$ cat src/logic/gdw_settings.svh
// Width, depth and APB register map macros for the graph data write-back path
`ifndef GDW_SETTINGS_SVH
`define GDW_SETTINGS_SVH

// Cacheline and element geometry
`define GDW_LINE_BITS 512
`define GDW_ELEM_BITS 32
`define GDW_ELEM_BYTES (`GDW_ELEM_BITS / 8)
`define GDW_ELEM_SHIFT $clog2(`GDW_ELEM_BYTES)
`define GDW_LINE_BYTES (`GDW_LINE_BITS / 8)
`define GDW_SLOT_COUNT (`GDW_LINE_BITS / `GDW_ELEM_BITS)
`define GDW_SLOT_BITS $clog2(`GDW_SLOT_COUNT)

// Element write fields
`define GDW_INDEX_BITS 24
`define GDW_CU_ID_BITS 8

// Memory side
`define GDW_ADDR_BITS 32
`define GDW_QUEUE_DEPTH 8
`define GDW_QPTR_BITS $clog2(`GDW_QUEUE_DEPTH)

// APB map
`define GDW_APB_ADDR_BITS 8
`define GDW_APB_DATA_BITS 32
`define GDW_REG_CTRL 8'h00
`define GDW_REG_BASE 8'h04

`endif

$ cat src/logic/gdw_pkg.sv
// Element, command, data beat and configuration types plus state and opcode enums
`include "gdw_settings.svh"

package gdw_pkg;

	////////////////////////////////////////////////////////////////////////////
	// Enumerations
	////////////////////////////////////////////////////////////////////////////

	// Abort policy, encoded straight from control bits 3:1
	typedef enum logic [2:0] {
		STRICT = 3'd0,
		ABORT  = 3'd1,
		PAGE   = 3'd2,
		SPEC   = 3'd3,
		PREF   = 3'd4
	} abort_mode_e;

	// Memory write opcodes, CAPI style encoding
	typedef enum logic [12:0] {
		WRITE_NA = 13'h0D00,
		WRITE_MS = 13'h0D60
	} write_cmd_e;

	typedef enum logic {
		IDLE   = 1'b0,
		ACCESS = 1'b1
	} apb_state_e;

	////////////////////////////////////////////////////////////////////////////
	// Structures
	////////////////////////////////////////////////////////////////////////////

	typedef struct packed {
		logic                        valid;
		logic [`GDW_INDEX_BITS-1:0]  index;
		logic [`GDW_ELEM_BITS-1:0]   data;
		logic [`GDW_CU_ID_BITS-1:0]  cu_id;
	} elem_write_t;

	// Register view handed to the pipeline
	typedef struct packed {
		logic                        enable;
		abort_mode_e                 abort_mode;
		logic                        write_ms;
		logic [`GDW_ADDR_BITS-1:0]   base_addr;
	} gdw_config_t;

	typedef struct packed {
		logic                        valid;
		logic [`GDW_ADDR_BITS-1:0]   address;
		logic [7:0]                  size;
		write_cmd_e                  command;
		abort_mode_e                 abort_mode;
		logic [`GDW_CU_ID_BITS-1:0]  cu_id;
		logic [`GDW_SLOT_BITS-1:0]   slot;
	} write_command_t;

	typedef struct packed {
		logic                        valid;
		logic [`GDW_CU_ID_BITS-1:0]  cu_id;
		logic [`GDW_SLOT_BITS-1:0]   slot;
		logic [`GDW_LINE_BITS-1:0]   line;
		logic [`GDW_LINE_BYTES-1:0]  byte_en;
	} write_data_t;

endpackage

$ cat src/logic/write_command_builder.sv
// First pipeline stage that latches an element write and forms its write command
`include "gdw_settings.svh"

module write_command_builder
	import gdw_pkg::*;
(
	input  logic           clock,
	input  logic           rstn,
	input  gdw_config_t    cfg,
	input  elem_write_t    elem_in,
	input  logic           elem_take,
	output write_command_t cmd_stage,
	output elem_write_t    elem_stage
);

	logic           stage_valid;
	write_command_t cmd_next;
	write_command_t cmd_q;
	elem_write_t    elem_q;

	////////////////////////////////////////////////////////////////////////////
	// Command fields for the element on the input
	////////////////////////////////////////////////////////////////////////////

	always_comb begin
		cmd_next       = '0;
		cmd_next.valid = 1'b1;

		// Element address inside the data array
		cmd_next.address = cfg.base_addr +
			(`GDW_ADDR_BITS'(elem_in.index) << `GDW_ELEM_SHIFT);

		cmd_next.size       = 8'(`GDW_ELEM_BYTES);
		cmd_next.abort_mode = cfg.abort_mode;
		cmd_next.cu_id      = elem_in.cu_id;

		// Which element slot of the cacheline is written
		cmd_next.slot = elem_in.index[`GDW_SLOT_BITS-1:0];

		if (cfg.write_ms) begin
			cmd_next.command = WRITE_MS;
		end else begin
			cmd_next.command = WRITE_NA;
		end
	end

	////////////////////////////////////////////////////////////////////////////
	// Stage register
	////////////////////////////////////////////////////////////////////////////

	// Valid follows the take strobe every cycle
	always_ff @(posedge clock or negedge rstn) begin
		if (!rstn) begin
			stage_valid <= 1'b0;
		end else begin
			stage_valid <= elem_take;
		end
	end

	// Payload only loads on an accepted element
	always_ff @(posedge clock) begin
		if (elem_take) begin
			cmd_q  <= cmd_next;
			elem_q <= elem_in;
		end
	end

	always_comb begin
		cmd_stage        = cmd_q;
		cmd_stage.valid  = stage_valid;
		elem_stage       = elem_q;
		elem_stage.valid = stage_valid;
	end

endmodule

$ cat config.mk
export PLATFORM = sky130hd
export DESIGN_NAME = write_command_builder
export DESIGN_NICKNAME = d
export VERILOG_FILES = /design/src/logic/gdw_pkg.sv /design/src/logic/write_command_builder.sv
export VERILOG_INCLUDE_DIRS = /design/src /design/src/logic
export SDC_FILE = /design/constraint.sdc
export NUM_CORES = 1
export LEC_CHECK = 0
export BUFFER_PORTS_ARGS = -buffer_cell sky130_fd_sc_hd__buf_2
export CAP_MARGIN = 10
export CORE_MARGIN = 2
export CORE_UTILIZATION = 49
export CTS_BUF_LIST = sky130_fd_sc_hd__clkbuf_4 sky130_fd_sc_hd__clkbuf_8 sky130_fd_sc_hd__clkbuf_16
export CTS_CLUSTER_DIAMETER = 80
export DETAILED_ROUTE_END_ITERATION = 12
export PLACE_DENSITY = 0.86
export SYNTH_ARGS = -nofsm -noshare
export SYNTH_HDL_FRONTEND = slang
export SYNTH_SLANG_ARGS = --single-unit
$ cat constraint.sdc
create_clock -name clock -period 0.83 [get_ports clock]
set_input_delay 0.083 -clock clock [delete_from_list [all_inputs] [get_ports clock]]
set_output_delay 0.083 -clock clock [all_outputs]
set_load 0.005 [all_outputs]
# Word level (Yosys, flattened, before mapping)
# Index checks and enable logic that the tools add are counted.
# word_totals
ff_bits	117
elab_cells	10
# op_classes
n_addsub	1
muxes	1
# op_table
cell	n
32-bit by 26-bit adder with 32-bit output	1
7-bit two-way mux	1

# Longest topological paths before layout
# Gate-level depths: netlist (run 1).
# logic_depth
word_depth	1
mapped_depth	10
mapped_depth_nobuf	10

# Least setup slack after synthesis (run 1)
# No wires, ideal clock.
# synth_path
path_type	input to register
start	input cfg[2] (netlist name)
end	register cmd_q (netlist bit cmd_stage[66]) (data pin)
t_arrival_ps	1804
path_slack_ps	-1231
cell_stages	10
n_path_buf	0
cell_sequence	ha_1 > inv_1 > fa_1 > nor2b_4 > o311a_4 > nor2_2 > o41ai_2 > a211o_1 > a21oi_2 > xnor2_1
# synth_rtl
element	line	text
start: declaration	write_command_builder.sv:9	input gdw_config_t cfg,
end signal: assignment	write_command_builder.sv:63	cmd_q <= cmd_next;
end: declaration	write_command_builder.sv:18	write_command_t cmd_q;

==> qor.csv, run 1 <==
metric,value,unit
cells after synthesis,340,
endpoints failing hold,0,
run status,finished with violations,
RSZ-0062 raised after global routing,yes,
Slowest cell on crit path,a211o_1,
Hold Path Class,in2reg,
fmax,0.5542,GHz
CTS tree,yes,
Max-Cap Viols,0,
CTS Buf Count,9,
Boundary Pins,239,
layout cells sized above 1,0.5820,
die area,10460,um2
syn_area_per_cell,13.93,um2
critical path type,in2reg,
Seq pwr share,0.459,
antenna violations before repair,3,
CP max stage delay,0.36,ns
Max Transition Viols Final,0,
setup violation total in the final timing report,143,
Cell variety after synth,50,
Synth Cell Area,4735,um2
Cell Int Power,9.556,mW
Leak Pwr,3.612,nW
clk buf depth,2,
"Core Util, Final",0.8872,
clock sink total,101,
Synth async-reset ratio,0.009901,
Placement Setup Slack,-1.377,ns
hpwl dp,10.55,mm
DRT Wirelength,22.65,mm
Die H,102.3,um
routability cong.,0.7984,
failing checks,setup timing,
Fin Setup TNS,-42.80,ns
worst vdd ir,0.001080,V
Min Hold Slack,0.03483,ns
most common flop cell mapped by yosys,edfxtp_1,
Fillers,352,
hold path start,cfg[30],
PortBufs,217,
post-route cell area,8275,um2
area delta synth->final,74.79,%
total power,14.13,mW
Final Critical Period,1.804,ns
"FF+latch count, synth",101,
via count,5029,
PnR worst setup slack,-0.9743,ns
Clock power frac,0.243,
"Reg clk slew, reported paths",0.12,ns
Hold EP,cmd_stage[66]$_DFFE_PP_,
drt pass-1 iters,6,
"EDFF count, synth",100,
"critical path, cell by cell",buf_2 > ha_4 > buf_4 > nand2_1 > o21ai_0 > a21oi_1 > o41ai_4 > a211o_1 > a21oi_2 > xnor2_1,
Routed WL per cell,26.22,um
CP max FO,3,
pwr/cell area,1707,nW/um2
hold depth,2,
first-pass GRT wire length,27.02,mm
CTS H-Tree Depth,3,
Finished Layout Cells,864,
startpoint types,input port,
post-synthesis sequential area ratio,0.6395,
placed inst area,6724,um2
ANT nets after route,0,
Overflow after GRT,0,
fin nets,857,
Crit path arrival time,1.95,ns
1st-iter DRT viols,547,
Comb power frac,0.299,
Final period util,2.174,
Clk Tree Root Cell,clkbuf_8,
Placed Cells incl. Taps,750,
yosys warns,0,
Chip Width,102.3,um
Switch Pwr,4.571,mW
worst path required time,0.98,ns
CP Capture Type,flop,
num rows,35,
largest net degree at the start of global routing,41,
vias per cell,5.821,
DRC violations left,0,
Starting Density,0.5076,
Core Area,9328,um2
Global Route Usage Sum,0.3509,
sw frac,0.3236,
vias in the first global route,4822,
[routing by layer]
metal,vias up,track usage,share of wire
met2,547,0.6189,0.49
met1,2351,0.3814,0.32
met4,0,0.2051,0.071
met3,139,0.08960,0.12
met5,-,0,0
li1,1992,-,-
[power by group through the flow]
stage | Combinational [mW] | Clock [mW] | Sequential [mW]
3_5_place_dp | 2.95 | 0 | 6.49
2_1_floorplan | 1.29 | 0 | 6.55
3_3_place_gp | 2.85 | 0 | 6.46
4_1_cts | 3.43 | 3.16 | 6.37
6_report | 4.22 | 3.43 | 6.48
5_1_grt | 4.38 | 3.53 | 6.51
[critical path, delay by kind of cell]
family	cells	cell delay [ns]
AOI/OAI and AO/OA	5	1.08
buffers and inverters	2	0.30
adders and majority gates	1	0.23
and+or+nand+nor	1	0.18
xor gates and xnor gates	1	0.08
[registers in the layout, summed over array words and instances (netlist names)]
name,flops
stage_valid,1
cmd_stage,47
elem_stage,53
[how the worst max path moves through the flow]
stage	start	endpoint	slack [ns]	depth (start not counted)
floorplan	cfg[2]	cmd_stage[60]$_DFFE_PP_	-1.14	9
global placement	cfg[2]	cmd_stage[60]$_DFFE_PP_	-1.32	10
detailed placement	elem_in[40]	cmd_stage[60]$_DFFE_PP_	-1.38	10
CTS	cfg[2]	cmd_stage[60]$_DFFE_PP_	-0.91	10
global route	elem_in[55]	cmd_stage[66]$_DFFE_PP_	-1.03	10
finish	elem_in[55]	cmd_stage[66]$_DFFE_PP_	-0.97	10
[kinds of logic (layout without fill, tap and decap cells)]
logic type,count (synthesis),after routing,share of synthesized area
xor+xnor,26,26,0.04810
simple gates,60,60,0.06422
buf+inv,49,424,0.06659
compound gates,77,77,0.1123
fa+ha+maj,25,25,0.06765
other cells,2,22,0.001586
flops,101,101,0.6395
[Yosys cell counts (all sizes together), types with 2 or more instances]
cell | instances | area, um2
edfxtp | 100 | 3003
nand3 | 3 | 20.02
and3 | 2 | 12.51
o21ai | 18 | 93.84
a21o | 7 | 52.55
nor2 | 16 | 62.56
inv | 12 | 45.04
xor2 | 9 | 78.83
a21oi | 31 | 173.9
nand2 | 18 | 70.07
o21a | 3 | 22.52
conb | 2 | 7.510
a31oi | 2 | 12.51
buf | 37 | 270.3
nor2b | 2 | 20.02
nand4 | 6 | 37.54
o21bai | 2 | 15.01
o31a | 2 | 18.77
ha | 24 | 300.3
or3 | 2 | 12.51
nor3 | 7 | 35.03
xnor2 | 17 | 148.9
[cells in the final DEF (no fill, tap or decap), drive strengths merged, types with 3 or more instances in the layout]
cell and n:
a21o 7, a21oi 31, buf 321, clkbuf 9, conb 19, diode 3, dlygate4sd3 75, edfxtp 100
ha 24, inv 16, nand2 18, nand3 3, nand4 6, nor2 16, nor3 7, o21a 3
o21ai 18, xnor2 17, xor2 9
[timing repair]
item / in CTS / in global routing
setup endpoints to repair: 143 / 143
resized for setup: 29 / 61
hold endpoints to repair: 74 / 0
buffers inserted: 9 / 13
hold buffers: 75 / 0
pin swaps: 16 / 19
[final cells by class]
type / instances / area (um2) / share of cell area
Timing Repair Buffer: 396 / 2810 / 0.3396
Clock inverter: 7 / 75.07 / 0.009072
Clock buffer: 9 / 123.9 / 0.01497
Multi-Input combinational cell: 207 / 2024 / 0.2446
Antenna cell: 3 / 7.507 / 0.0009072
Tap cell: 129 / 161.4 / 0.01950
Sequential cell: 101 / 3028 / 0.3659
Inverter: 12 / 45.04 / 0.005443
Power figures use the tool's default switching activity.
==> run 2, diff against run 1 <==
--- a/config.mk
+++ b/config.mk
@@ -9,11 +9,11 @@
 export BUFFER_PORTS_ARGS = -buffer_cell sky130_fd_sc_hd__buf_2
 export CAP_MARGIN = 10
 export CORE_MARGIN = 2
-export CORE_UTILIZATION = 49
+export CORE_UTILIZATION = 25
 export CTS_BUF_LIST = sky130_fd_sc_hd__clkbuf_4 sky130_fd_sc_hd__clkbuf_8 sky130_fd_sc_hd__clkbuf_16
 export CTS_CLUSTER_DIAMETER = 80
 export DETAILED_ROUTE_END_ITERATION = 12
-export PLACE_DENSITY = 0.86
+export PLACE_DENSITY_LB_ADDON = 0.12
 export SYNTH_ARGS = -nofsm -noshare
 export SYNTH_HDL_FRONTEND = slang
 export SYNTH_SLANG_ARGS = --single-unit
==> qor.csv, run 2 (synthesis results as in run 1) <==
metric,value,unit,change
worst vdd ir,0.0008838,V,-18%
hold depth,2,,unchanged
antenna violations before repair,0,,-3
routability cong.,0.8030,,+0.58%
Hold EP,elem_stage[61]$_DFFE_PP_,,
"Reg clk slew, reported paths",0.08,ns,-0.04 ns
pwr/cell area,1694,nW/um2,-0.77%
Core Area,18640,um2,+100%
ANT nets after route,0,,unchanged
fin nets,848,,-1.1%
Seq pwr share,0.451,,-0.008
Crit path arrival time,1.89,ns,-0.06 ns
Die H,141.6,um,+38%
Placement Setup Slack,-1.391,ns,-0.01424 ns
vias per cell,4.152,,-29%
"commonest cells after routing, fill and taps aside","buf_2, edfxtp_1, buf_4",,
Chip Width,141.6,um,+38%
Clock power frac,0.293,,+0.050
setup violation total in the final timing report,144,,+0.70%
Global Route Usage Sum,0.1310,,-0.2199
Routed WL per cell,14.32,um,-45%
clock sink total,101,,unchanged
CP max FO,2,,-1
CTS tree,yes,,
run status,finished with violations,,
PortBufs,217,,unchanged
Boundary Pins,239,,unchanged
Comb power frac,0.255,,-0.044
sw frac,0.2654,,-0.05818
largest net degree at the start of global routing,39,,-4.9%
hpwl dp,10.37,mm,-1.7%
CP Capture Type,flop,,
vias in the first global route,4023,,-17%
Fin Setup TNS,-29.40,ns,+13.41 ns
worst path required time,0.92,ns,-0.06 ns
1st-iter DRT viols,125,,-77%
area delta synth->final,75.34,%,
Cell Int Power,10.33,mW,+8.1%
Antenna diodes,0,,-3
CTS H-Tree Depth,3,,unchanged
"commonest non-fill, non-tap cell in the layout",buf_2,,
via count,3973,,-21%
startpoint types,input port,,
Starting Density,0.2540,,-0.2536
hold path start,elem_in[61],,
PnR worst setup slack,-0.9609,ns,+0.01343 ns
Max Transition Viols Final,0,,unchanged
DRT Wirelength,13.71,mm,-39%
RSZ-0062 raised after global routing,yes,,
clk buf depth,2,,unchanged
die area,20050,um2,+92%
"Core Util, Final",0.4453,,-0.4419
Clk Tree Root Cell,clkbuf_16,,
CTS Buf Count,9,,unchanged
Final period util,2.158,,-0.01618
Switch Pwr,3.732,mW,-18%
first-pass GRT wire length,20.42,mm,-24%
drt pass-1 iters,4,,-2
critical path type,in2reg,,
num rows,50,,+43%
endpoints failing hold,0,,unchanged
Max-Cap Viols,0,,unchanged
failing checks,setup timing,,
max FFs per register,53,,unchanged
total power,14.06,mW,-0.45%
Overflow after GRT,0,,unchanged
layout cells sized above 1,0.5768,,-0.005204
Leak Pwr,3.585,nW,-0.74%
DRC violations left,0,,unchanged
Fillers,1783,,+410%
Final Critical Period,1.791,ns,-0.01343 ns
Hold Path Class,in2reg,,
fmax,0.5584,GHz,+0.75%
## run 2: cell types whose count changed in the layout (fill, tap and decap cells not counted), sizes merged
cell / before / now
dlygate4sd3: 75 / 67
diode: 3 / 0
clkinv: 2 / 0
clkinvlp: 1 / 3
buf: 321 / 320
clkbuf: 9 / 10
inv: 16 / 15
## run 2: worst max-delay path by stage
stage                     start                 endpoint  slack, ns  cells past startpoint
global route        elem_in[40]  cmd_stage[60]$_DFFE_PP_      -1.01                     10
finish              elem_in[40]  cmd_stage[60]$_DFFE_PP_      -0.96                     10
detailed placement  elem_in[40]  cmd_stage[66]$_DFFE_PP_      -1.39                     12
CTS                 elem_in[40]  cmd_stage[66]$_DFFE_PP_      -0.99                     12
global placement    elem_in[40]  cmd_stage[60]$_DFFE_PP_      -1.34                     10
floorplan                cfg[2]  cmd_stage[60]$_DFFE_PP_      -1.14                      9
## run 2: critical path: stages
cell     delay [ns]
buf_8          0.10
ha_4           0.15
inv_2          0.05
fa_2           0.23
nor2b_4        0.05
o311a_4        0.32
or3b_4         0.42
a21oi_4        0.17
nor3_2         0.07
o31a_1         0.23
## run 2: what timing repair did
action                                 in CTS  in global routing
pin swaps                                  29                 20
resized for setup                          41                 27
setup endpoints to repair                 143                143
endpoints found under the hold margin      67                  0
hold buffers                               67                  0
cloned                                      0                  0
setup buffers                               9                  6
## run 2: layout make-up
type	count	area (um2)	area share
well taps	234	292.8	0.03527
clock inverters	6	53.80	0.006481
inverters	12	45.04	0.005426
multi-input cells	207	1967	0.2369
clock buffers	10	232.7	0.02803
repair buffers	387	2683	0.3231
flip-flops and latches	101	3028	0.3647
## run 2: per-layer routing
metal  routed length (um)  GRT usage  vias up
li1                     -          -     1969
met1                 5902     0.1582     1858
met2                 6983     0.2371      137
met3                  648    0.01924        9
met4                  176    0.04737        0
met5                    0          0        -
## run 2: per-stage QoR
stage / instances / area, um2 / hold slack, ns
2_1_floorplan: 357 / 5101 / -0.2126
3_3_place_gp: 862 / 6920 / -0.1412
3_5_place_dp: 862 / 6920 / -0.1416
4_1_cts: 953 / 8147 / 0.01080
5_1_grt: 957 / 8302 / 0.01627
6_report: 957 / 8302 / 0.02265
## run 2: power by group through the flow
stage | Sequential, mW | Combinational, mW | Clock [mW]
floorplan | 6.55 | 1.29 | 0
global placement | 6.46 | 3.00 | 0
detailed placement | 6.46 | 3.00 | 0
CTS | 6.36 | 3.50 | 4.31
global route | 6.41 | 3.91 | 4.50
finish | 6.35 | 3.59 | 4.13
