## src/logic/gdw_settings.svh

```systemverilog
// Width, depth and APB register map macros for the graph data write-back path
`ifndef GDW_SETTINGS_SVH
`define GDW_SETTINGS_SVH

// Cacheline and element geometry
`define GDW_LINE_BITS 512
`define GDW_ELEM_BITS 32
`define GDW_ELEM_BYTES (`GDW_ELEM_BITS / 8)
`define GDW_ELEM_SHIFT $clog2(`GDW_ELEM_BYTES)
`define GDW_LINE_BYTES (`GDW_LINE_BITS / 8)
`define GDW_SLOT_COUNT (`GDW_LINE_BITS / `GDW_ELEM_BITS)
`define GDW_SLOT_BITS $clog2(`GDW_SLOT_COUNT)

// Element write fields
`define GDW_INDEX_BITS 24
`define GDW_CU_ID_BITS 8

// Memory side
`define GDW_ADDR_BITS 32
`define GDW_QUEUE_DEPTH 8
`define GDW_QPTR_BITS $clog2(`GDW_QUEUE_DEPTH)

// APB map
`define GDW_APB_ADDR_BITS 8
`define GDW_APB_DATA_BITS 32
`define GDW_REG_CTRL 8'h00
`define GDW_REG_BASE 8'h04

`endif

```

## src/logic/gdw_pkg.sv

```systemverilog
// Element, command, data beat and configuration types plus state and opcode enums
`include "gdw_settings.svh"

package gdw_pkg;

	////////////////////////////////////////////////////////////////////////////
	// Enumerations
	////////////////////////////////////////////////////////////////////////////

	// Abort policy, encoded straight from control bits 3:1
	typedef enum logic [2:0] {
		STRICT = 3'd0,
		ABORT  = 3'd1,
		PAGE   = 3'd2,
		SPEC   = 3'd3,
		PREF   = 3'd4
	} abort_mode_e;

	// Memory write opcodes, CAPI style encoding
	typedef enum logic [12:0] {
		WRITE_NA = 13'h0D00,
		WRITE_MS = 13'h0D60
	} write_cmd_e;

	typedef enum logic {
		IDLE   = 1'b0,
		ACCESS = 1'b1
	} apb_state_e;

	////////////////////////////////////////////////////////////////////////////
	// Structures
	////////////////////////////////////////////////////////////////////////////

	typedef struct packed {
		logic                        valid;
		logic [`GDW_INDEX_BITS-1:0]  index;
		logic [`GDW_ELEM_BITS-1:0]   data;
		logic [`GDW_CU_ID_BITS-1:0]  cu_id;
	} elem_write_t;

	// Register view handed to the pipeline
	typedef struct packed {
		logic                        enable;
		abort_mode_e                 abort_mode;
		logic                        write_ms;
		logic [`GDW_ADDR_BITS-1:0]   base_addr;
	} gdw_config_t;

	typedef struct packed {
		logic                        valid;
		logic [`GDW_ADDR_BITS-1:0]   address;
		logic [7:0]                  size;
		write_cmd_e                  command;
		abort_mode_e                 abort_mode;
		logic [`GDW_CU_ID_BITS-1:0]  cu_id;
		logic [`GDW_SLOT_BITS-1:0]   slot;
	} write_command_t;

	typedef struct packed {
		logic                        valid;
		logic [`GDW_CU_ID_BITS-1:0]  cu_id;
		logic [`GDW_SLOT_BITS-1:0]   slot;
		logic [`GDW_LINE_BITS-1:0]   line;
		logic [`GDW_LINE_BYTES-1:0]  byte_en;
	} write_data_t;

endpackage

```

## src/logic/gdw_config_regs.sv

```systemverilog
// APB slave with the control and base address registers
`include "gdw_settings.svh"

module gdw_config_regs
	import gdw_pkg::*;
(
	input  logic                          clock,
	input  logic                          rstn,
	input  logic                          psel,
	input  logic                          penable,
	input  logic                          pwrite,
	input  logic [`GDW_APB_ADDR_BITS-1:0] paddr,
	input  logic [`GDW_APB_DATA_BITS-1:0] pwdata,
	output logic [`GDW_APB_DATA_BITS-1:0] prdata,
	output logic                          pready,
	output logic                          pslverr,
	output gdw_config_t                   cfg
);

	apb_state_e                state;
	logic                      access;
	logic                      mapped;
	logic                      enable;
	abort_mode_e               abort_mode;
	logic                      write_ms;
	logic [`GDW_ADDR_BITS-1:0] base_addr;

	// Codes past the last policy fall back to STRICT
	function automatic abort_mode_e decode_abort(input logic [2:0] code);
		if (code > PREF) begin
			return STRICT;
		end
		return abort_mode_e'(code);
	endfunction

	////////////////////////////////////////////////////////////////////////////
	// Transfer phase tracking
	////////////////////////////////////////////////////////////////////////////

	always_ff @(posedge clock or negedge rstn) begin
		if (!rstn) begin
			state <= IDLE;
		end else if (state == IDLE) begin
			if (psel) begin
				state <= ACCESS;
			end
		end else begin
			state <= IDLE;
		end
	end

	assign access  = (state == ACCESS) && psel && penable;
	assign mapped  = (paddr == `GDW_REG_CTRL) || (paddr == `GDW_REG_BASE);
	assign pready  = (state == ACCESS);
	assign pslverr = access && !mapped;

	////////////////////////////////////////////////////////////////////////////
	// Register writes
	////////////////////////////////////////////////////////////////////////////

	always_ff @(posedge clock or negedge rstn) begin
		if (!rstn) begin
			enable     <= 1'b0;
			abort_mode <= STRICT;
			write_ms   <= 1'b0;
			base_addr  <= '0;
		end else if (access && pwrite) begin
			if (paddr == `GDW_REG_CTRL) begin
				// Bit 0 enable, 3:1 abort code, 4 cache allocating write
				enable     <= pwdata[0];
				abort_mode <= decode_abort(pwdata[3:1]);
				write_ms   <= pwdata[4];
			end else if (paddr == `GDW_REG_BASE) begin
				base_addr <= pwdata;
			end
		end
	end

	// Read mux
	always_comb begin
		prdata = '0;
		if (paddr == `GDW_REG_CTRL) begin
			prdata[0]   = enable;
			prdata[3:1] = abort_mode;
			prdata[4]   = write_ms;
		end else if (paddr == `GDW_REG_BASE) begin
			prdata = base_addr;
		end
	end

	always_comb begin
		cfg.enable     = enable;
		cfg.abort_mode = abort_mode;
		cfg.write_ms   = write_ms;
		cfg.base_addr  = base_addr;
	end

endmodule

```

## config.mk

```make
export PLATFORM = sky130hd
export DESIGN_NAME = gdw_config_regs
export DESIGN_NICKNAME = d
export VERILOG_FILES = /design/src/logic/gdw_pkg.sv /design/src/logic/gdw_config_regs.sv
export VERILOG_INCLUDE_DIRS = /design/src /design/src/logic
export SDC_FILE = /design/constraint.sdc
export NUM_CORES = 1
export LEC_CHECK = 0
export BUFFER_PORTS_ARGS = -buffer_cell sky130_fd_sc_hd__buf_2
export CAP_MARGIN = 20
export CORE_MARGIN = 3
export CORE_UTILIZATION = 46
export DETAILED_ROUTE_END_ITERATION = 8
export HOLD_SLACK_MARGIN = 0.03
export PLACE_DENSITY = 0.85
export SLEW_MARGIN = 20
export SYNTH_ARGS = -nofsm -noshare
export SYNTH_HDL_FRONTEND = slang
export SYNTH_SLANG_ARGS = --single-unit
```

## constraint.sdc

```tcl
create_clock -name clock -period 6 [get_ports clock]
set_input_delay 0.9 -clock clock [delete_from_list [all_inputs] [get_ports clock]]
set_output_delay 0.9 -clock clock [all_outputs]
set_load 0.02 [all_outputs]
```

---- After elaboration in Yosys (flattened, before gate mapping) ----
Cells that the tools add are included.
W data, S select, Z words.
cells by class
  magnitude comparators ................... 1
  eq/ne operators ......................... 1
  multiplexer cells ....................... 10
  bitwise operators ....................... 1
  reduce and logical (&&, ||, !) cells .... 9
operators by type and width
  kind                  count
  $mux W32              1
  $mux W27              1
  $eq A8 B3 Y1 const B  1
  $logic_not A8 Y1      1
  $mux W3               2
  $mux W1               5
  $mux W5               1
  $logic_and A1 B1 Y1   4
  $gt A3 B3 Y1 const B  1
  $reduce_and A3 Y1     1
  $reduce_and A2 Y1     1
  $logic_not A1 Y1      1
  $logic_or A1 B1 Y1    1
  $not A1 Y1            1
storage, ports and cells
  flip-flop bits (word level) ............. 38
  input port bits ......................... 45
  output and inout port bits .............. 71
  word-level logic and storage cells ...... 27

---- Longest topological paths before layout ----
Gate-level depths: netlist (run 1).
  depth in word-level cells ............... 5
  mapped depth ............................ 6
  mapped depth without buffers ............ 3

---- Worst setup path before layout (run 1) ----
No wires, ideal clock.
  path type ............................... input to output
  start point ............................. input port paddr[5]
  end point ............................... output port prdata[11]
  data arrival time ....................... 2,364 ps
  data required time ...................... 5,100 ps
  slack ................................... 2,736 ps
  stages on the path ...................... 4
  path buffers ............................ 1
  cell sequence ........................... or4_4 -> nor3_1 -> clkbuf_1 -> and2_1
between the ends
  word-level cells in the longest chain between the ends .. 3
  elaborated cells between the ends (all ways) .. 4
  classes of those cells .................. eq/ne (1); mux (2); reduce/logical (1)
RTL lines
  element                        RTL line               source
  start, declared                gdw_config_regs.sv:12  input logic [`GDW_APB_ADDR_BITS-1:0] paddr,
  $eq A8 B3 Y1 (no source line)  --
  $mux W32                       gdw_config_regs.sv:86  end else if (paddr == `GDW_REG_BASE) begin
  $mux W27 *                     gdw_config_regs.sv:82  if (paddr == `GDW_REG_CTRL) begin
  end, declared                  gdw_config_regs.sv:14  output logic [`GDW_APB_DATA_BITS-1:0] prdata,
Every way passes the cells marked *; elsewhere a longest branch is shown, timed or not.

---- Final worst setup path (run 1) ----
  start point ............................. input port paddr[5]
  end point ............................... output port prdata[13]
Same word-level chain as after synthesis.

==> results of run 1 <==
## synthesized netlist by cell type
cell	n
and2_1	27
and4_1	1
buf_2	1
buf_4	2
buf_6	3
clkbuf_1	4
dfrtp_1	38
inv_1	1
mux2_2	7
mux2_4	30
mux2i_1	5
nand4_1	1
nor2_1	5
nor2b_1	3
nor3_1	1
nor3b_1	1
nor4_2	1
or2_2	1
or3_1	1
or4_1	1
or4_4	1
## power breakdown
group	switching (uW)	total, uW	internal [uW]
sequential	1.43	259	258
combinational	16.0	31.5	15.5
clock	87.9	210	122
total	105	501	396
## state kept, by name, summed over array words and instances (netlist names)
name / count
enable: 1
write_ms: 1
base_addr: 32
pready: 1
abort_mode: 3
## cells by family (layout without fill, tap and decap cells)
| kind of cell | count (synthesis) | after routing | synth area share [%] |
|---|---|---|---|
| buf+inv | 11 | 124 | 3.858 |
| flops | 38 | 38 | 50.57 |
| mux | 42 | 42 | 30.81 |
| simple gates | 44 | 44 | 14.77 |
## worst min path at each step
stage                     startpoint      to  slack (ps)
after detailed placement      pready  pready         470
after CTS                     pready  pready         480
final                         pready  pready         480
after global routing          pready  pready         520
after global placement        pready  pready         460
after floorplan               enable  enable         500
## cell type report
type,count,area share (%)
clock buffer,5,2.679
clock inverter,3,1.559
inverter,1,0.1461
sequential,38,37.02
timing repair buffer,115,22.41
multi-input combinational,86,33.85
tap,48,2.338
## metrics by stage
stage               utilization (%)  instances  setup slack, ps
finish                        67.62        296             2498
global route                  67.62        296             2324
CTS                           67.62        296             2441
detailed placement            64.76        288             2443
global placement              64.59        288             2181
floorplan                         -        135             2736
## per-layer routing
metal / vias up / wire, um
met2: 63 / 2102
met5: - / 0
met4: 0 / 81
met1: 667 / 1754
met3: 7 / 321
li1: 676 / -
==> results.md, run 1 <==
- Worst Path Buf+Inv: 2
- Post-Synthesis Cells: roughly 140
- CP Capture Type: output pin
- Total grt overflow: 0
- DRT Wirelength: between 4 and 5 mm
- Layout cells sized above 1: between 60% and 70%
- Syn-to-layout area delta: 36.59%
- CTS root buf: clkbuf_8
- Register area: 950.9 um^2
- Hold Vio Cnt, Final: 0
- Post-CTS sizing: 0
- Peak supply drop: 0.1564 mV
- Core region area: ~3800 um^2
- WP depth: 5
- Mapped Area: approximately 1900 um^2
- Clk_skew: around 3.7 ps
- Crit-path most repeated cell: buf_2
- Routed wire per std cell: about 14 um
- Grt met1 use: roughly a fifth
- Number of placement rows: 22
- Clock Sinks: 38
- Initial antenna violation count: 0
- CTS tree: yes
- RSZ-0062 raised after global routing: false
- Post-synthesis register bit count: 38
- First-pass GRT wire length: 6.982 mm
- Synth warn: 0
- Setup Viol. Count Final: 0
- Max Cap Violations: 0
- Via density: approximately 4.8
- Vias in the first global route: roughly 1.4k
- Nets: approximately 290
- H-tree depth: 2
- Top cell type's share of synthesized area: between 50 and 60%
- Clock tree buffer depth: 2
- GR Util met2: a little under a third
- Die Ht: about 70 um
- Setup crit start kind: input port
- Max Freq: between 0.2 and 0.3 GHz
- Crit path kind: in -> out
- Detail Route Antenna Nets: 0
- Worst R2R Setup Slack: ~3800 ps
- Total setup buffers inserted after CTS: 0
- Die width: around 70 um
- Slew HR: between 30% and 40%
- Worst R2R End: base_addr[6]
- DP HPWL: about 3.2 mm
- Global routing's busiest layer: met2
- Worst hold path type: reg -> reg
- Worst-path cell chain: buf_2, or4_4, nor3_4, and2_1, buf_2
- Tot GR Track Use: around 18%
- Sequential area share after synthesis: about half
- Leakage: approximately 0.0016 uW
- Die area: between 4000 and 5000 um^2
- I/O pin total: around 120
- Synth Area per Inst: 13.93 um^2
- Status: completed
- Netlist cell types: 21
- Count of final max-slew check failures: 0
- DRC violations left: 0
- Gpl congestion: between 0.7 and 0.8
- Fin crit share: between 50% and 60%
- Slowest Stage Delay on Critical Path: 650 ps
- Starting density of the core: 49.51%
- Critical path origin: paddr[5]
- Total negative slack: 0 ps
- Most frequent cells in the layout: buf_2 (115), dfrtp_1 (38), mux2_4 (30), and2_1 (27), mux2_2 (7)
- Post-Layout Inst Area: ~2600 um^2
- Commonest non-fill, non-tap cell in the layout: buf_2
- Reg clk slew, reported paths: roughly 70 ps
- Crit-path slowest cell: nor3_4
- Input/output buffers: roughly 120
- CP Max Fanout: 27
- Worst Hold Slack: 479.0 ps
- Worst Tran Pin Value: roughly 1000 ps
- Placed inst area: 2460 um^2
- Syn nets: 180
- Reg-to-Reg Start: pready
- Fill cells: 303
- Multi-input logic area: 869.6 um^2
- Total chip power: roughly 500 uW
- Worst Path Required: 5100 ps
- PwrDens: a little under 200 nW/um^2
- Tmin final: between 3000 and 4000 ps
- Synth area leaders: dfrtp_1 (51%), mux2_4 (24%), and2_1 (9.0%)
- N_diodes: 0
- Clock latency at the later pin of the worst-skew pair: 290 ps
- Top delay family on crit path: simple AND/OR/NAND/NOR gates
- Cell taking the most area after synthesis: dfrtp_1
- CP Capture Point: prdata[13]
- TritonCTS Buffers: 5
- Drt first-iter violations: 44
- First-pass DRT Iterations: 4
- Hold buffer count at cts: 0
- Worst EP arrival: 2600 ps
- Hold depth: 1
- R2R depth: 3
- Largest net degree at the start of global routing: 39
- Met3 usage: around 5.8%
- Detailed-route via count: approximately 1.4k
Power figures use the tool's default switching activity.
==> inputs of run 2 (changes only) <==
CORE_UTILIZATION = 39   (was 46)
PLACE_DENSITY = 0.77   (was 0.85)
clock period = 3.1 ns   (was 6 ns; I/O delays follow)
==> run 2 against run 1 <==
Wire length increased by 8.5%. Core utilization decreased by 10 points. Cell count increased by 2.0%. Worst hold slack got worse by 210 ps. Die area increased by 16%. Final area increased by 0.34%. Via count increased by 3.7%. Critical path type is now in -> reg. Global-route usage decreased by 1.7 points. Sequential share of layout area decreased by 0.13 points. Non-clock buffer count increased by 2. Combinational power increased by 94%.
==> results.md, run 2 (synthesis gave the netlist of run 1 again) <==
- DP HPWL: 3.573 mm (+13%)
- Gpl congestion: 0.7285 (-3.2%)
- Layout cells sized above 1: 66.40% (-0.13 points)
- Clock Sinks: 38 (unchanged)
- TritonCTS Buffers: 5 (unchanged)
- N_diodes: 0 (unchanged)
- Total negative slack: 0 ps (unchanged)
- Setup Viol. Count Final: 0 (unchanged)
- Vias in the first global route: 1278 (-11%)
- Detailed-route via count: 1465 (+3.7%)
- CTS root buf: clkbuf_8
- Crit path kind: in -> reg
- Worst EP arrival: 2530 ps (-70 ps)
- Routed wire per std cell: 15.30 um (+6.3%)
- Max Freq: approximately 0.42 GHz
- First-pass DRT Iterations: 4 (unchanged)
- Nets: 294 (+0.68%)
- Top Registers: base_addr x32, abort_mode x3
- Worst Tran Pin Value: 804.6 ps (-224.5 ps)
- Total setup buffers inserted after CTS: 0 (unchanged)
- Clock tree buffer depth: 2 (unchanged)
- Tot GR Track Use: 16.23% (-1.7 points)
- Multi-input logic area: 863.3 um^2 (-0.72%)
- Reg clk slew, reported paths: 70 ps (about the same)
- Hold buffer count at cts: 0 (unchanged)
- CTS tree: yes
- Tmin final: roughly 2400 ps
- Die width: 75.44 um (+7.9%)
- CP Max Fanout: 26 (-3.7%)
- Count of final max-slew check failures: 0 (unchanged)
- Worst-path cell chain: buf_2, or4_4, or4_2, buf_12, mux2_4
- Switching share of power: 21.85% (+0.83 points)
- Hold Vio Cnt, Final: 0 (unchanged)
- Number of placement rows: 24 (+9.1%)
- Die area: 5691 um^2 (+16%)
- Clock power share: 37.9% (-4.1 points)
- Max reg flops: 32 (unchanged)
- Commonest non-fill, non-tap cell in the layout: buf_2
- Biggest register: base_addr
- PwrDens: 351.7 nW/um^2 (+80%)
- Clk_skew: 3.663 ps (-0.04824 ps)
- Worst Path Required: 3270 ps (-1830 ps)
- Leakage: 0.001617 uW (about the same)
- DRT Wirelength: 4.622 mm (+8.5%)
- Initial antenna violation count: 0 (unchanged)
- H-tree depth: 2 (unchanged)
- Starting density of the core: 41.75% (-7.8 points)
- Detail Route Antenna Nets: 0 (unchanged)
- Register area: 950.9 um^2 (unchanged)
- Clock latency at the later pin of the worst-skew pair: 280 ps (about the same)
- Fill cells: 370 (+22%)
- Part of the power in registers: 55.4% (+3.6 points)
- Total grt overflow: 0 (unchanged)
- Max Cap Violations: 0 (unchanged)
- Switching power: 198.1 uW (+88%)
- Final core occ: 57.22% (-10 points)
- Core region area: 4504 um^2 (+19%)
- Fin crit share: 76.22%
- First-pass GRT wire length: 6.713 mm (-3.9%)
- Peak supply drop: 0.1754 mV (+12%)
- CP Capture Type: flip-flop
- Int Power: 708.5 uW (+79%)
- Worst hold path type: in -> async
- Slew HR: 46.36% (+15 points)
- Largest net degree at the start of global routing: 39 (unchanged)
- Drt first-iter violations: 39 (-11%)
- I/O pin total: 116 (unchanged)
- DP Cell Count: 294 (+2.1%)
- Die Ht: 75.44 um (+7.9%)
- Non-Filler Instances: 302 (+2.0%)
- Via density: 4.851 (+1.6%)
- Syn-to-layout area delta: 37.06%
- RSZ-0062 raised after global routing: false
- Crit-path slowest cell: or4_2
- Most frequent cells in the layout: buf_2 (115), dfrtp_1 (38), mux2_4 (30), and2_1 (27), mux2_2 (7)
- Post-CTS sizing: 0 (unchanged)
- Status: completed
- DRC violations left: 0 (unchanged)
- Slowest Stage Delay on Critical Path: 830 ps (+180 ps)
- Combinational power share: 6.7% (+0.4 points)
- Setup crit start kind: input port
- Input/output buffers: 115 (unchanged)
==> run 2: path summary, 6_finish.rpt <==
check / start / end / slack, ps / cells after the start
max in group asynchronous: rstn / base_addr[27] / 2330 / 1
worst min register to register: pready / pready / 480 / 1
worst min-delay path: rstn / base_addr[15] / 270 / 1
min in group clock: pwdata[11] / base_addr[11] / 410 / 2
worst max register to register: pready / base_addr[19] / 1150 / 4
worst max-delay path: paddr[5] / base_addr[19] / 740 / 5
==> run 2: critical path, delay by kind of cell <==
kind	cells	cell delay, ps
multiplexers	1	320
AND/OR/NAND/NOR	2	1380
buffers and inverters	2	350
==> run 2: metrics by stage <==
stage	cell area (um^2)	hold WS, ps	total power [uW]	worst slack, ps
detailed placement	2486	475.4	573.7	441.7
floorplan	1881	169.4	529.0	705.5
global placement	2486	454.2	572.3	454.8
CTS	2577	290.6	918.9	738.6
finish	2577	267.9	906.6	737.1
global route	2577	331.9	947.1	691.3
==> run 2: power by group through the flow <==
stage	sequential, uW	combinational, uW	clock [uW]
2_1_floorplan	515	13.6	0
3_3_place_gp	511	61.0	0
3_5_place_dp	512	62.1	0
4_1_cts	502	62.3	355
5_1_grt	502	67.5	377
6_report	502	61.0	344
==> run 2: metal layers <==
layer	up-vias	track usage [%]	wire length, um	share of wire, %
met5	-	0	0	0
met4	0	8.155	96	2.1
met3	8	4.881	403	8.7
met2	80	25.79	2156	47
met1	697	20.03	1966	43
li1	680	-	-	-
==> run 2: layout make-up <==
cell class | count | area share [%]
Tap cell | 52 | 2.524
Clock buffer | 7 | 3.350
Timing Repair Buffer | 117 | 23.40
Inverter | 1 | 0.1456
Multi-Input combinational cell | 86 | 33.50
Sequential cell | 38 | 36.89
Clock inverter | 1 | 0.1942
