$ cat src/logic/gdw_settings.svh
// Width, depth and APB register map macros for the graph data write-back path
`ifndef GDW_SETTINGS_SVH
`define GDW_SETTINGS_SVH

// Cacheline and element geometry
`define GDW_LINE_BITS 512
`define GDW_ELEM_BITS 32
`define GDW_ELEM_BYTES (`GDW_ELEM_BITS / 8)
`define GDW_ELEM_SHIFT $clog2(`GDW_ELEM_BYTES)
`define GDW_LINE_BYTES (`GDW_LINE_BITS / 8)
`define GDW_SLOT_COUNT (`GDW_LINE_BITS / `GDW_ELEM_BITS)
`define GDW_SLOT_BITS $clog2(`GDW_SLOT_COUNT)

// Element write fields
`define GDW_INDEX_BITS 24
`define GDW_CU_ID_BITS 8

// Memory side
`define GDW_ADDR_BITS 32
`define GDW_QUEUE_DEPTH 8
`define GDW_QPTR_BITS $clog2(`GDW_QUEUE_DEPTH)

// APB map
`define GDW_APB_ADDR_BITS 8
`define GDW_APB_DATA_BITS 32
`define GDW_REG_CTRL 8'h00
`define GDW_REG_BASE 8'h04

`endif

$ cat src/logic/gdw_pkg.sv
// Element, command, data beat and configuration types plus state and opcode enums
`include "gdw_settings.svh"

package gdw_pkg;

	////////////////////////////////////////////////////////////////////////////
	// Enumerations
	////////////////////////////////////////////////////////////////////////////

	// Abort policy, encoded straight from control bits 3:1
	typedef enum logic [2:0] {
		STRICT = 3'd0,
		ABORT  = 3'd1,
		PAGE   = 3'd2,
		SPEC   = 3'd3,
		PREF   = 3'd4
	} abort_mode_e;

	// Memory write opcodes, CAPI style encoding
	typedef enum logic [12:0] {
		WRITE_NA = 13'h0D00,
		WRITE_MS = 13'h0D60
	} write_cmd_e;

	typedef enum logic {
		IDLE   = 1'b0,
		ACCESS = 1'b1
	} apb_state_e;

	////////////////////////////////////////////////////////////////////////////
	// Structures
	////////////////////////////////////////////////////////////////////////////

	typedef struct packed {
		logic                        valid;
		logic [`GDW_INDEX_BITS-1:0]  index;
		logic [`GDW_ELEM_BITS-1:0]   data;
		logic [`GDW_CU_ID_BITS-1:0]  cu_id;
	} elem_write_t;

	// Register view handed to the pipeline
	typedef struct packed {
		logic                        enable;
		abort_mode_e                 abort_mode;
		logic                        write_ms;
		logic [`GDW_ADDR_BITS-1:0]   base_addr;
	} gdw_config_t;

	typedef struct packed {
		logic                        valid;
		logic [`GDW_ADDR_BITS-1:0]   address;
		logic [7:0]                  size;
		write_cmd_e                  command;
		abort_mode_e                 abort_mode;
		logic [`GDW_CU_ID_BITS-1:0]  cu_id;
		logic [`GDW_SLOT_BITS-1:0]   slot;
	} write_command_t;

	typedef struct packed {
		logic                        valid;
		logic [`GDW_CU_ID_BITS-1:0]  cu_id;
		logic [`GDW_SLOT_BITS-1:0]   slot;
		logic [`GDW_LINE_BITS-1:0]   line;
		logic [`GDW_LINE_BYTES-1:0]  byte_en;
	} write_data_t;

endpackage

$ cat src/logic/data_line_packer.sv
// Second pipeline stage that byte swaps the element and places it in a cacheline
`include "gdw_settings.svh"

module data_line_packer
	import gdw_pkg::*;
(
	input  logic           clock,
	input  logic           rstn,
	input  write_command_t cmd_stage,
	input  elem_write_t    elem_stage,
	output write_command_t cmd_pack,
	output write_data_t    data_pack
);

	logic           pack_valid;
	logic           stage_valid;
	write_data_t    data_next;
	write_command_t cmd_q;
	write_data_t    data_q;

	// Host order to memory order
	function automatic logic [`GDW_ELEM_BITS-1:0] swap_bytes(
		input logic [`GDW_ELEM_BITS-1:0] value
	);
		logic [`GDW_ELEM_BITS-1:0] swapped;
		for (int b = 0; b < `GDW_ELEM_BYTES; b++) begin
			swapped[b*8 +: 8] = value[(`GDW_ELEM_BYTES-1-b)*8 +: 8];
		end
		return swapped;
	endfunction

	assign stage_valid = cmd_stage.valid && elem_stage.valid;

	// Zero line with one element slot filled
	always_comb begin
		data_next       = '0;
		data_next.valid = 1'b1;
		data_next.cu_id = elem_stage.cu_id;
		data_next.slot  = cmd_stage.slot;
		data_next.line[cmd_stage.slot*`GDW_ELEM_BITS +: `GDW_ELEM_BITS] =
			swap_bytes(elem_stage.data);
		data_next.byte_en[cmd_stage.slot*`GDW_ELEM_BYTES +: `GDW_ELEM_BYTES] = '1;
	end

	////////////////////////////////////////////////////////////////////////////
	// Stage register
	////////////////////////////////////////////////////////////////////////////

	always_ff @(posedge clock or negedge rstn) begin
		if (!rstn) begin
			pack_valid <= 1'b0;
		end else begin
			pack_valid <= stage_valid;
		end
	end

	always_ff @(posedge clock) begin
		if (stage_valid) begin
			cmd_q  <= cmd_stage;
			data_q <= data_next;
		end
	end

	always_comb begin
		cmd_pack        = cmd_q;
		cmd_pack.valid  = pack_valid;
		data_pack       = data_q;
		data_pack.valid = pack_valid;
	end

endmodule

$ cat config.mk
export PLATFORM = sky130hd
export DESIGN_NAME = data_line_packer
export DESIGN_NICKNAME = d
export VERILOG_FILES = /design/src/logic/gdw_pkg.sv /design/src/logic/data_line_packer.sv
export VERILOG_INCLUDE_DIRS = /design/src /design/src/logic
export SDC_FILE = /design/constraint.sdc
export NUM_CORES = 1
export LEC_CHECK = 0
export ABC_AREA = 1
export BUFFER_PORTS_ARGS = -buffer_cell sky130_fd_sc_hd__clkbuf_2
export CORE_AREA = 4 4 311 313
export CTS_BUF_LIST = sky130_fd_sc_hd__clkbuf_4
export DETAILED_ROUTE_END_ITERATION = 7
export DIE_AREA = 0 0 315 317
export PLACE_DENSITY = 0.56
export REMOVE_ABC_BUFFERS = 1
export SYNTH_ARGS = -nofsm -noshare
export SYNTH_HDL_FRONTEND = slang
export SYNTH_SLANG_ARGS = --single-unit
$ cat constraint.sdc
create_clock -name clock -period 0.8 [get_ports clock]
set_clock_uncertainty 0.2 [all_clocks]
set_input_delay 0.04 -clock clock [delete_from_list [all_inputs] [get_ports clock]]
set_output_delay 0.04 -clock clock [all_outputs]
set_load 0.01 [all_outputs]
### Word level (Yosys, flattened, before mapping)

Index checks and enable logic that the tools add are counted.

| cells by class | value |
|---|---|
| add/subtract/negate cells | 2 |
| shift operators | 4 |
| bitwise gates (word level) | 2 |
| reduce and logical (&&, ||, !) cells | 1 |

Operators with widths:

| operator | count |
|---|---|
| bitwise AND 512 bit | 1 |
| variable shift 32 x 34 -> 512 bit (first input constant) | 1 |
| indexed part select 32 x 34 -> 512 bit | 1 |
| bitwise AND 64 bit | 1 |
| variable shift 4 x 34 -> 64 bit (first input constant) | 1 |
| indexed part select 4 x 34 -> 64 bit (first input constant) | 1 |
| negator 6 -> 34 bit | 1 |
| negator 9 -> 34 bit | 1 |
| logical AND 1 bit | 1 |

| word-level totals | value |
|---|---|
| register bits after elaboration | 653 |
| input port bits | 136 |
| output and inout port bits | 658 |
| logic and storage cells | 19 |

### Logic depth before layout (Yosys ltp)

Gate-level depths: netlist of run 1.

| depth | value |
|---|---|
| word-level depth | 3 |
| mapped depth | 10 |
| depth with buffers taken out | 9 |

### Least setup slack after synthesis of run 1

OpenSTA, ideal clock, no wires.

| timing | value |
|---|---|
| path kind | input to register |
| start | in cmd_stage[68] (netlist bit) |
| end | reg pack_valid |
| library setup time | 1,382 ps |
| arrival time | 11,630 ps |
| required time | -782 ps |
| setup slack | -12,412 ps |
| cell stages on the path | 2 |
| path buffers | 0 |
| path through | nand2_1 > inv_1 |

| between the ends | value |
|---|---|
| longest elaborated chain between the ends | 1 |

RTL lines:

| what | RTL line | source |
|---|---|---|
| from (decl) | data_line_packer.sv:9 | `input write_command_t cmd_stage,` |
| logical AND 1 bit | data_line_packer.sv:32 | `assign stage_valid = cmd_stage.valid && elem_stage.valid;` |
| named net stage_valid | data_line_packer.sv:16 | `logic stage_valid;` |
| to (signal assigned) | data_line_packer.sv:53 | `pack_valid <= stage_valid;` |
| to (decl) | data_line_packer.sv:15 | `logic pack_valid;` |

The timed path passes the listed nets, and every way through them passes these cells.
A chain may end at the register's enable or synchronous reset.

==> results.py, run 1 <==
metrics = {
    "placed_design": {
        "place.detailed.hpwl_mm": 59.4,
        "port-buffer-count": 769,
        "placed_instance_count": 3489,
        "routabilityCongestion": 0.778,
    },
    "worst_setup_path": {
        "timing.critical_path.max_delay_family": "flip-flops",
        "cp_cell_sequence": "clkbuf_2",
        "start_kind": "register",
        "crit_fanout": 4,
        "cpMaxStageDelayCell": "edfxtp_1",
        "critical_path_endpoint_category": "output pin",
        "worst_path_bufs_invs": 1,
        "critical_path_class": "register to output pin",
        "worstPathRequired_ns": 0.56,
        "timing.critical_path.arrival_ns": 1.63,
        "critical-path-max-stage-delay_ns": 0.48,
    },
    "power": {
        "p_leak_nw": 12.8,
        "max-vdd-ir-drop_v": 0.00142,
        "power_per_cell_area_nw_per_um2": 2180,
    },
    "synthesis": {
        "post_synth_main_area_contributors": "edfxtp_1, nor2_1, buf_4, nand3_1, buf_6",
        "synthesis.area_per_instance_um2": 15.6,
        "ys_ff_latch": 605,
        "synth.cell_area_um2": 22000,
        "synth_top_cell_by_area": "edfxtp_1",
        "asyncSetResetFlopFracSynth": 0.00165,
        "post-synth-top-count-cell": "edfxtp_1",
        "postSynthCellCount": 1409,
        "ys_top_cells_by_count": "edfxtp_1, nor2_1, nand3_1, buf_4, inv_1",
        "synth_sequential_area_ratio": 0.826,
        "synth_ff_type": "edfxtp_1",
        "synth.top_cell.area_share": 0.825,
        "synth_cell_type_count": 23,
        "synth-edff-count": 604,
        "synth-warning-count": 0,
    },
    "clock_network": {
        "cts-hold-fix-buffers": 190,
        "tritoncts_clock_tree": "built",
        "clkSinkCount": 605,
        "cts-buffers-inserted": 162,
        "htreeDepth": 4,
        "cts_max_path_buffers": 3,
        "clk_pin_slew_ns": 0.06,
        "clockRootBuffer": "clkbuf_4",
    },
    "routing": {
        "totalWireLength_mm": 86.4,
        "via_count": 16234,
        "drcViolationCount": 0,
        "route.antenna.remaining_nets": 0,
        "dr.first_iter.drc_count": 1173,
        "post_drt_via_cell_ratio": 4.07,
        "wl_per_cell_um": 21.7,
        "drt_first_pass_iters": 7,
    },
    "floorplanning": {
        "die_area_um2": 99900,
        "io_pins": 794,
        "core_area_um2": 94300,
        "die_width_um": 315,
        "chipHeight_um": 317,
        "floorplan.initialDensity": 0.233,
        "placementRows": 113,
    },
    "global_routing": {
        "global_route.usage.met1": 0.192,
        "first_global_vias": 16825,
        "grt_antenna_before_repair": 8,
        "total_global_routing_track_utilization": 0.166,
        "gr-max-usage-layer": "met2",
        "grt_first_pass_wirelength_mm": 118,
        "met2_usage": 0.296,
        "use_met3": 0.0490,
        "maximum_number_of_pins_on_one_net_before_global_route_repair": 51,
        "grt.overflow.total": 0,
    },
    "sta": {
        "final.hold.worst_slack_ns": -0.408,
        "achievable-frequency_mhz": 534,
        "rsz0062_at_grt": "yes",
        "final_max_slew_viol_count": 0,
        "timing.final.setup_violations": 1242,
        "timing.final.crit_period_ns": 1.87,
        "fin_crit_sh": 2.34,
        "worst_slew_margin_rel": 0.538,
        "final_critical_path_setup_slack_ns": -1.07,
        "max_slew.worst_pin.slew_ns": 0.693,
        "final-hold-violation-count": 1018,
    },
    "cells_and_area": {
        "drive_above_1_share": 0.471,
        "layout.nets": 2748,
        "finish.cell_count_without_fillers": 3988,
        "syn2layout_area_growth_pct": 51.5,
        "layout.core_utilization": 0.353,
    },
    "run": {
        "cap_violations": 0,
    },
    "worst_hold_path": {
        "worst_hold_path_type": "input pin to register",
    },
    "run_status": {
        "status": "finished with violations",
        "violations": "hold timing, setup timing",
    },
}
## power breakdown
group / internal (mW) / leakage, nW / total (mW) / switching, mW
Sequential: 36.7 / 5.05 / 37.3 / 0.614
Clock: 13.9 / 1.18 / 27.0 / 13.1
Combinational: 3.46 / 6.62 / 8.44 / 4.98
Total: 54.0 / 12.8 / 72.7 / 18.7
## final cells by class
type / count / area (um2)
Fill cell: 9279 / 61000
Antenna cell: 5 / 12.5
Clock buffer: 223 / 1670
Tap cell: 1265 / 1580
Sequential cell: 605 / 18200
Timing Repair Buffer: 1152 / 8430
Inverter: 57 / 231
Clock inverter: 51 / 319
Multi-Input combinational cell: 630 / 2890
## what timing repair did
| action | in CTS | in global routing |
|---|---|---|
| pin swaps | 9 | 0 |
| buffers inserted | 19 | 0 |
| resized for setup | 51 | 119 |
| gates cloned | 11 | 0 |
| endpoints found under the hold margin | 1210 | 1104 |
| endpoints found under the setup margin | 1186 | 1216 |
## state kept, by name, indices dropped and copies added (netlist names)
signal,cells
cmd_pack,68
pack_valid,1
data_pack,536
## metrics by stage
stage | total power [mW] | hold WS [ns] | TNS [ns] | setup WS [ns] | area (um2)
finish | 72.7 | -0.408 | -988.42 | -1.07 | 33300
global route | 76.0 | -0.513 | -1058.94 | -1.24 | 33300
CTS | 73.7 | -0.568 | -1014.87 | -1.28 | 33200
detailed placement | 45.3 | -0.381 | -1071.34 | -1.51 | 28600
global placement | 45.2 | -0.382 | -1060.61 | -1.49 | 28600
floorplan | 39.4 | -0.456 | -8090.81 | -12.41 | 21100
## layer usage
| layer | wire length (um) | part of all wire |
|---|---|---|
| met5 | 0 | 0 |
| met4 | 1580 | 0.018 |
| met3 | 6910 | 0.080 |
| met2 | 45300 | 0.52 |
| met1 | 32700 | 0.38 |
## cell usage in the layout, fill, tap and decap left out, types with 3 or more instances in the layout
cell type and instances:
bufbuf_16 8, nand4_4 8, inv_6 3, inv_1 46, nand2_2 5, clkinv_2 5
nand2_1 5, clkbuf_4 223, edfxtp_1 604, nor2_2 25, clkinv_1 30, bufinv_16 3
clkinvlp_4 4, nand3_2 3, buf_2 70, or2_2 5, inv_2 11, dlygate4sd3_1 190
clkbuf_2 680, buf_8 3, diode_2 5, buf_6 22, nand3_1 66, nor2_1 495
buf_12 64, buf_4 110, nor2_4 7, buf_16 3
## cell families (layout without fill, tap and decap cells)
family / after synthesis / in the layout / synth area share
AOI/OAI and AO/OA: 1 / 1 / 0.000740
adders and majority gates: 4 / 4 / 0.00228
buffers and inverters: 174 / 1483 / 0.0496
DFF: 605 / 605 / 0.826
other: 0 / 5 / 0
and+or+nand+nor: 625 / 625 / 0.121
## worst paths after layout
| check | slack, ns | cells after the start | to | startpoint |
|---|---|---|---|---|
| worst min-delay path | -0.41 | 4 | data_pack[369] | elem_stage[64] |
| worst max-delay path | -1.07 | 1 | data_pack[2] | data_pack[3] |
| min in group asynchronous | 0.27 | 4 | pack_valid | rstn |
| max in group asynchronous | 0.03 | 4 | pack_valid | rstn |
Power figures use the tool's default switching activity.
==> run 2, diff against run 1 <==
Settings changed: GPL_TIMING_DRIVEN from default to 0.
==> results.py, run 2 (synthesized netlist as in run 1, its figures left out) <==
metrics = {
    "run_status": {
        "status": "finished with violations",
        "violations": "hold timing, setup timing",
    },
    "floorplanning": {
        "core_area_um2": 94300,
        "placementRows": 113,
        "floorplan.initialDensity": 0.233,
        "die_width_um": 315,
        "chipHeight_um": 317,
        "io_pins": 794,
        "die_area_um2": 99900,
    },
    "power": {
        "switching_power_total_mw": 19.8,
        "power.share.clock": 0.367,
        "max-vdd-ir-drop_v": 0.00127,
        "power.share.switching": 0.267,
        "p_seq_frac": 0.502,
        "combPwrFrac": 0.131,
        "p_int_mw": 54.3,
        "finalPower_mw": 74.1,
        "p_leak_nw": 12.8,
        "power_per_cell_area_nw_per_um2": 2170,
    },
    "sta": {
        "final_max_slew_viol_count": 0,
        "worst_slew_margin_rel": 0.467,
        "sum_neg_setup_slack_ns": -1376.02,
        "timing.final.crit_period_ns": 1.91,
        "final_critical_path_setup_slack_ns": -1.11,
        "rsz0062_at_grt": "yes",
        "timing.final.setup_violations": 1690,
        "fin_crit_sh": 2.38,
        "final.hold.worst_slack_ns": -0.465,
        "achievable-frequency_mhz": 524,
        "final-hold-violation-count": 621,
        "max_slew.worst_pin.slew_ns": 0.800,
    },
    "routing": {
        "totalWireLength_mm": 101,
        "route.antenna.remaining_nets": 0,
        "wl_per_cell_um": 25.5,
        "drt_first_pass_iters": 6,
        "dr.first_iter.drc_count": 1572,
        "drcViolationCount": 0,
        "via_count": 16711,
        "post_drt_via_cell_ratio": 4.22,
    },
    "clock_network": {
        "tritoncts_clock_tree": "built",
        "cts-buffers-inserted": 161,
        "clk_pin_slew_ns": 0.07,
        "clkSinkCount": 605,
        "htreeDepth": 4,
        "clockRootBuffer": "clkbuf_4",
        "cts_max_path_buffers": 3,
    },
    "placed_design": {
        "postPlaceCellArea_um2": 26800,
        "placed_instance_count": 3335,
        "port-buffer-count": 769,
        "place.detailed.hpwl_mm": 49.8,
        "routabilityCongestion": 0.749,
    },
    "worst_setup_path": {
        "critical-path-max-stage-delay_ns": 0.43,
        "timing.critical_path.arrival_ns": 1.67,
        "cpMaxStageDelayCell": "edfxtp_1",
        "start_kind": "register",
        "timing.critical_path.max_delay_family": "flip-flops",
        "critical_path_endpoint_category": "output pin",
        "cp_cell_sequence": "clkbuf_2",
        "worst_path_bufs_invs": 1,
        "critical_path_class": "register to output pin",
        "worst_setup_path_startpoint": "cmd_pack[3]",
        "crit_fanout": 2,
        "worstPathRequired_ns": 0.56,
    },
    "run": {
        "cap_violations": 0,
    },
    "global_routing": {
        "grt.overflow.total": 0,
        "grt_first_pass_wirelength_mm": 132,
        "maximum_number_of_pins_on_one_net_before_global_route_repair": 136,
        "total_global_routing_track_utilization": 0.192,
        "grt_antenna_before_repair": 9,
        "first_global_vias": 16749,
    },
    "cells_and_area": {
        "syn2layout_area_growth_pct": 55.6,
        "finish.cell_count_without_fillers": 3961,
        "final_cell_area_um2": 34200,
        "layout.nets": 2724,
        "largest_register_ff_count": 536,
        "layout_common_cells": "clkbuf_2, edfxtp_1, nor2_1",
        "layout.core_utilization": 0.363,
        "drive_above_1_share": 0.504,
        "layout.cells.most_common": "clkbuf_2",
    },
    "worst_hold_path": {
        "start_point_of_the_worst_min_delay_path": "elem_stage[64]",
        "worst_hold_path_type": "input pin to register",
    },
}
-- run 2: cell count changes in the layout (fill, tap and decap cells not counted), sizes merged, moves of 2 or more --
cell / previous run / this run
clkinv: 37 / 24
diode: 5 / 10
nand2: 14 / 21
dlygate4sd3: 190 / 187
clkinvlp: 4 / 6
inv: 64 / 61
nand4: 8 / 16
buf: 272 / 226
clkbuf: 905 / 927
bufbuf: 8 / 2
-- run 2: what timing repair did --
item                                    4_1_cts  5_1_grt
hold buffers                                192        4
pin swaps                                    32       12
hold endpoints to repair                    959      731
buffers inserted                            105       26
gates resized for setup                     203      190
endpoints found under the setup margin     1649     1689
cloned                                       32        2
-- run 2: cell type report --
type | count | area [um2]
Fill cell | 9061 | 60100
Sequential cell | 605 | 18200
Timing Repair Buffer | 1111 | 8370
Multi-Input combinational cell | 646 | 3760
Clock buffer | 231 | 1730
Tap cell | 1265 | 1580
Inverter | 57 | 302
Clock inverter | 34 | 250
Timing Repair inverter | 2 | 28.8
Antenna cell | 10 | 25.0
-- run 2: worst paths after layout --
check / endpoint / slack [ns] / cells past startpoint
setup / recovery: cmd_pack[3] / -1.11 / 1
hold / removal: data_pack[460] / -0.47 / 3
max in group asynchronous: pack_valid / 0.03 / 4
min in group asynchronous: pack_valid / 0.27 / 4
-- run 2: power groups by stage --
stage                     clock [mW]  combinational [mW]  sequential (mW)
after floorplan                    0                1.23             38.2
after global placement             0                4.20             37.0
after detailed placement           0                6.31             37.9
after CTS                       28.0                9.51             37.2
after global routing            29.9                10.2             37.4
final                           27.2                9.69             37.2
-- run 2: routing by layer --
layer  track usage  up-vias  wire (um)
met5             0        -          0
met4        0.0796        0       3390
met3        0.0510      177       8690
met2         0.333      973      51200
met1         0.226     8188      37800
li1              -     7373          -
-- run 2: per-stage QoR --
step | setup WS [ns] | hold slack (ns)
6_report | -1.11 | -0.465
5_1_grt | -1.30 | -0.570
4_1_cts | -1.25 | -0.583
3_5_place_dp | -4.13 | -0.379
3_3_place_gp | -17.62 | -0.382
2_1_floorplan | -12.41 | -0.456
==> run 3, diff against run 2 <==
Settings changed: CORE_AREA 4 4 311 313 to 2 2 309 311, DIE_AREA 0 0 315 317 to 0 0 311 313.
==> results.py, run 3 (synthesized netlist as in run 1, its figures left out) <==
metrics = {
    "global_routing": {
        "total_global_routing_track_utilization": 0.186,
        "grt.overflow.total": 0,
        "grt_antenna_before_repair": 11,
        "maximum_number_of_pins_on_one_net_before_global_route_repair": 131,
        "first_global_vias": 16535,
        "grt_first_pass_wirelength_mm": 125,
    },
    "floorplanning": {
        "floorplan.initialDensity": 0.233,
        "die_area_um2": 97300,
        "io_pins": 794,
        "core_area_um2": 94200,
        "die_width_um": 311,
        "placementRows": 113,
        "chipHeight_um": 313,
    },
    "routing": {
        "route.antenna.remaining_nets": 0,
        "drcViolationCount": 0,
        "via_count": 16755,
        "dr.first_iter.drc_count": 1455,
        "wl_per_cell_um": 24.7,
        "totalWireLength_mm": 98.8,
        "post_drt_via_cell_ratio": 4.19,
        "drt_first_pass_iters": 5,
    },
    "sta": {
        "rsz0062_at_grt": "yes",
        "max_slew.worst_pin.slew_ns": 0.959,
        "final_critical_path_setup_slack_ns": -1.28,
        "timing.final.crit_period_ns": 2.08,
        "timing.final.setup_violations": 1667,
        "achievable-frequency_mhz": 481,
        "final_max_slew_viol_count": 0,
        "fin_crit_sh": 2.60,
        "worst_slew_margin_rel": 0.360,
        "sum_neg_setup_slack_ns": -1500.60,
        "final-hold-violation-count": 540,
        "final.hold.worst_slack_ns": -0.399,
    },
    "cells_and_area": {
        "layout_common_cells": "clkbuf_2, edfxtp_1, nor2_1",
        "syn2layout_area_growth_pct": 58.5,
        "layout.core_utilization": 0.370,
        "layout.nets": 2752,
        "largest_register_ff_count": 536,
        "layout.cells.most_common": "clkbuf_2",
        "drive_above_1_share": 0.527,
    },
    "placed_design": {
        "port-buffer-count": 769,
        "place.detailed.hpwl_mm": 47.4,
        "pre_cts_slack_ns": -4.04,
        "routabilityCongestion": 0.754,
    },
    "run": {
        "cap_violations": 0,
    },
    "run_status": {
        "status": "finished with violations",
        "violations": "hold timing, setup timing",
    },
    "worst_setup_path": {
        "start_kind": "input pin",
        "crit_fanout": 16,
        "cp_cell_sequence": "clkbuf_4, dlygate4sd3_1, inv_2, ha_4, nand2_2, nand2_8, buf_4, buf_4, nor2_4, buf_12, nand2_4, nor2_1",
        "critical_path_endpoint_category": "register",
        "cpMaxStageDelayCell": "dlygate4sd3_1",
        "critPathMostFrequentCell": "buf_4",
        "timing.critical_path.arrival_ns": 2.73,
        "critical-path-max-stage-delay_ns": 0.76,
        "worstPathRequired_ns": 1.46,
        "timing.critical_path.max_delay_family": "buffers and inverters",
        "critical_path_class": "input pin to register",
        "worst_path_bufs_invs": 6,
    },
    "clock_network": {
        "cts_max_path_buffers": 3,
        "clkSinkCount": 605,
        "cts-buffers-inserted": 164,
        "htreeDepth": 4,
        "clockRootBuffer": "clkbuf_4",
        "tritoncts_clock_tree": "built",
        "clk_pin_slew_ns": 0.07,
    },
    "power": {
        "p_leak_nw": 13.0,
        "power_per_cell_area_nw_per_um2": 2160,
        "max-vdd-ir-drop_v": 0.00126,
    },
    "worst_hold_path": {
        "worst_hold_path_type": "input pin to register",
    },
}
run 3: layout make-up:
| cell class | count | area, um2 |
|---|---|---|
| repair inverters | 6 | 115 |
| fillers | 9023 | 59300 |
| diodes | 5 | 12.5 |
| repair buffers | 1135 | 8590 |
| clock buffers | 238 | 1790 |
| clock inverters | 44 | 270 |
| multi-input cells | 643 | 4020 |
| well taps | 1265 | 1580 |
| inverters | 57 | 309 |
| flip-flops and latches | 605 | 18200 |
run 3: worst paths after layout:
| check | startpoint | end | slack (ns) | cells after the start |
|---|---|---|---|---|
| worst max-delay path | cmd_stage[1] | data_pack[400] | -1.28 | 12 |
| max in group asynchronous | rstn | pack_valid | 0.10 | 4 |
| min in group asynchronous | rstn | pack_valid | 0.20 | 4 |
| worst min-delay path | cmd_stage[68] | data_pack[259] | -0.40 | 3 |
run 3: layer usage:
layer / global-route usage / part of all wire
met1: 0.221 / 0.39
met4: 0.0780 / 0.031
met2: 0.312 / 0.49
met5: 0 / 0
met3: 0.0568 / 0.082
run 3: per-stage QoR:
stage / power, mW / instance area (um2) / std cells / hold WS [ns]
after global placement: 41.1 / 26500 / 3326 / -0.385
after floorplan: 39.4 / 21100 / 1292 / -0.456
after detailed placement: 44.1 / 26800 / 3335 / -0.385
final: 75.2 / 34800 / 3998 / -0.399
after global routing: 78.4 / 34800 / 3996 / -0.520
after CTS: 75.0 / 33200 / 3939 / -0.595
run 3: power by group:
part	switching (mW)	internal, mW	total [mW]	leakage (nW)
clock	13.3	14.3	27.7	1.21
sequential	0.532	36.7	37.2	5.05
combinational	6.30	3.98	10.3	6.78
run 3: what timing repair did:
action | in CTS | in global routing
gates cloned | 23 | 12
resized for setup | 195 | 275
setup buffers | 94 | 64
pin swaps | 28 | 34
hold endpoints to repair | 969 | 692
hold buffers | 205 | 3
endpoints found under the setup margin | 1665 | 1665
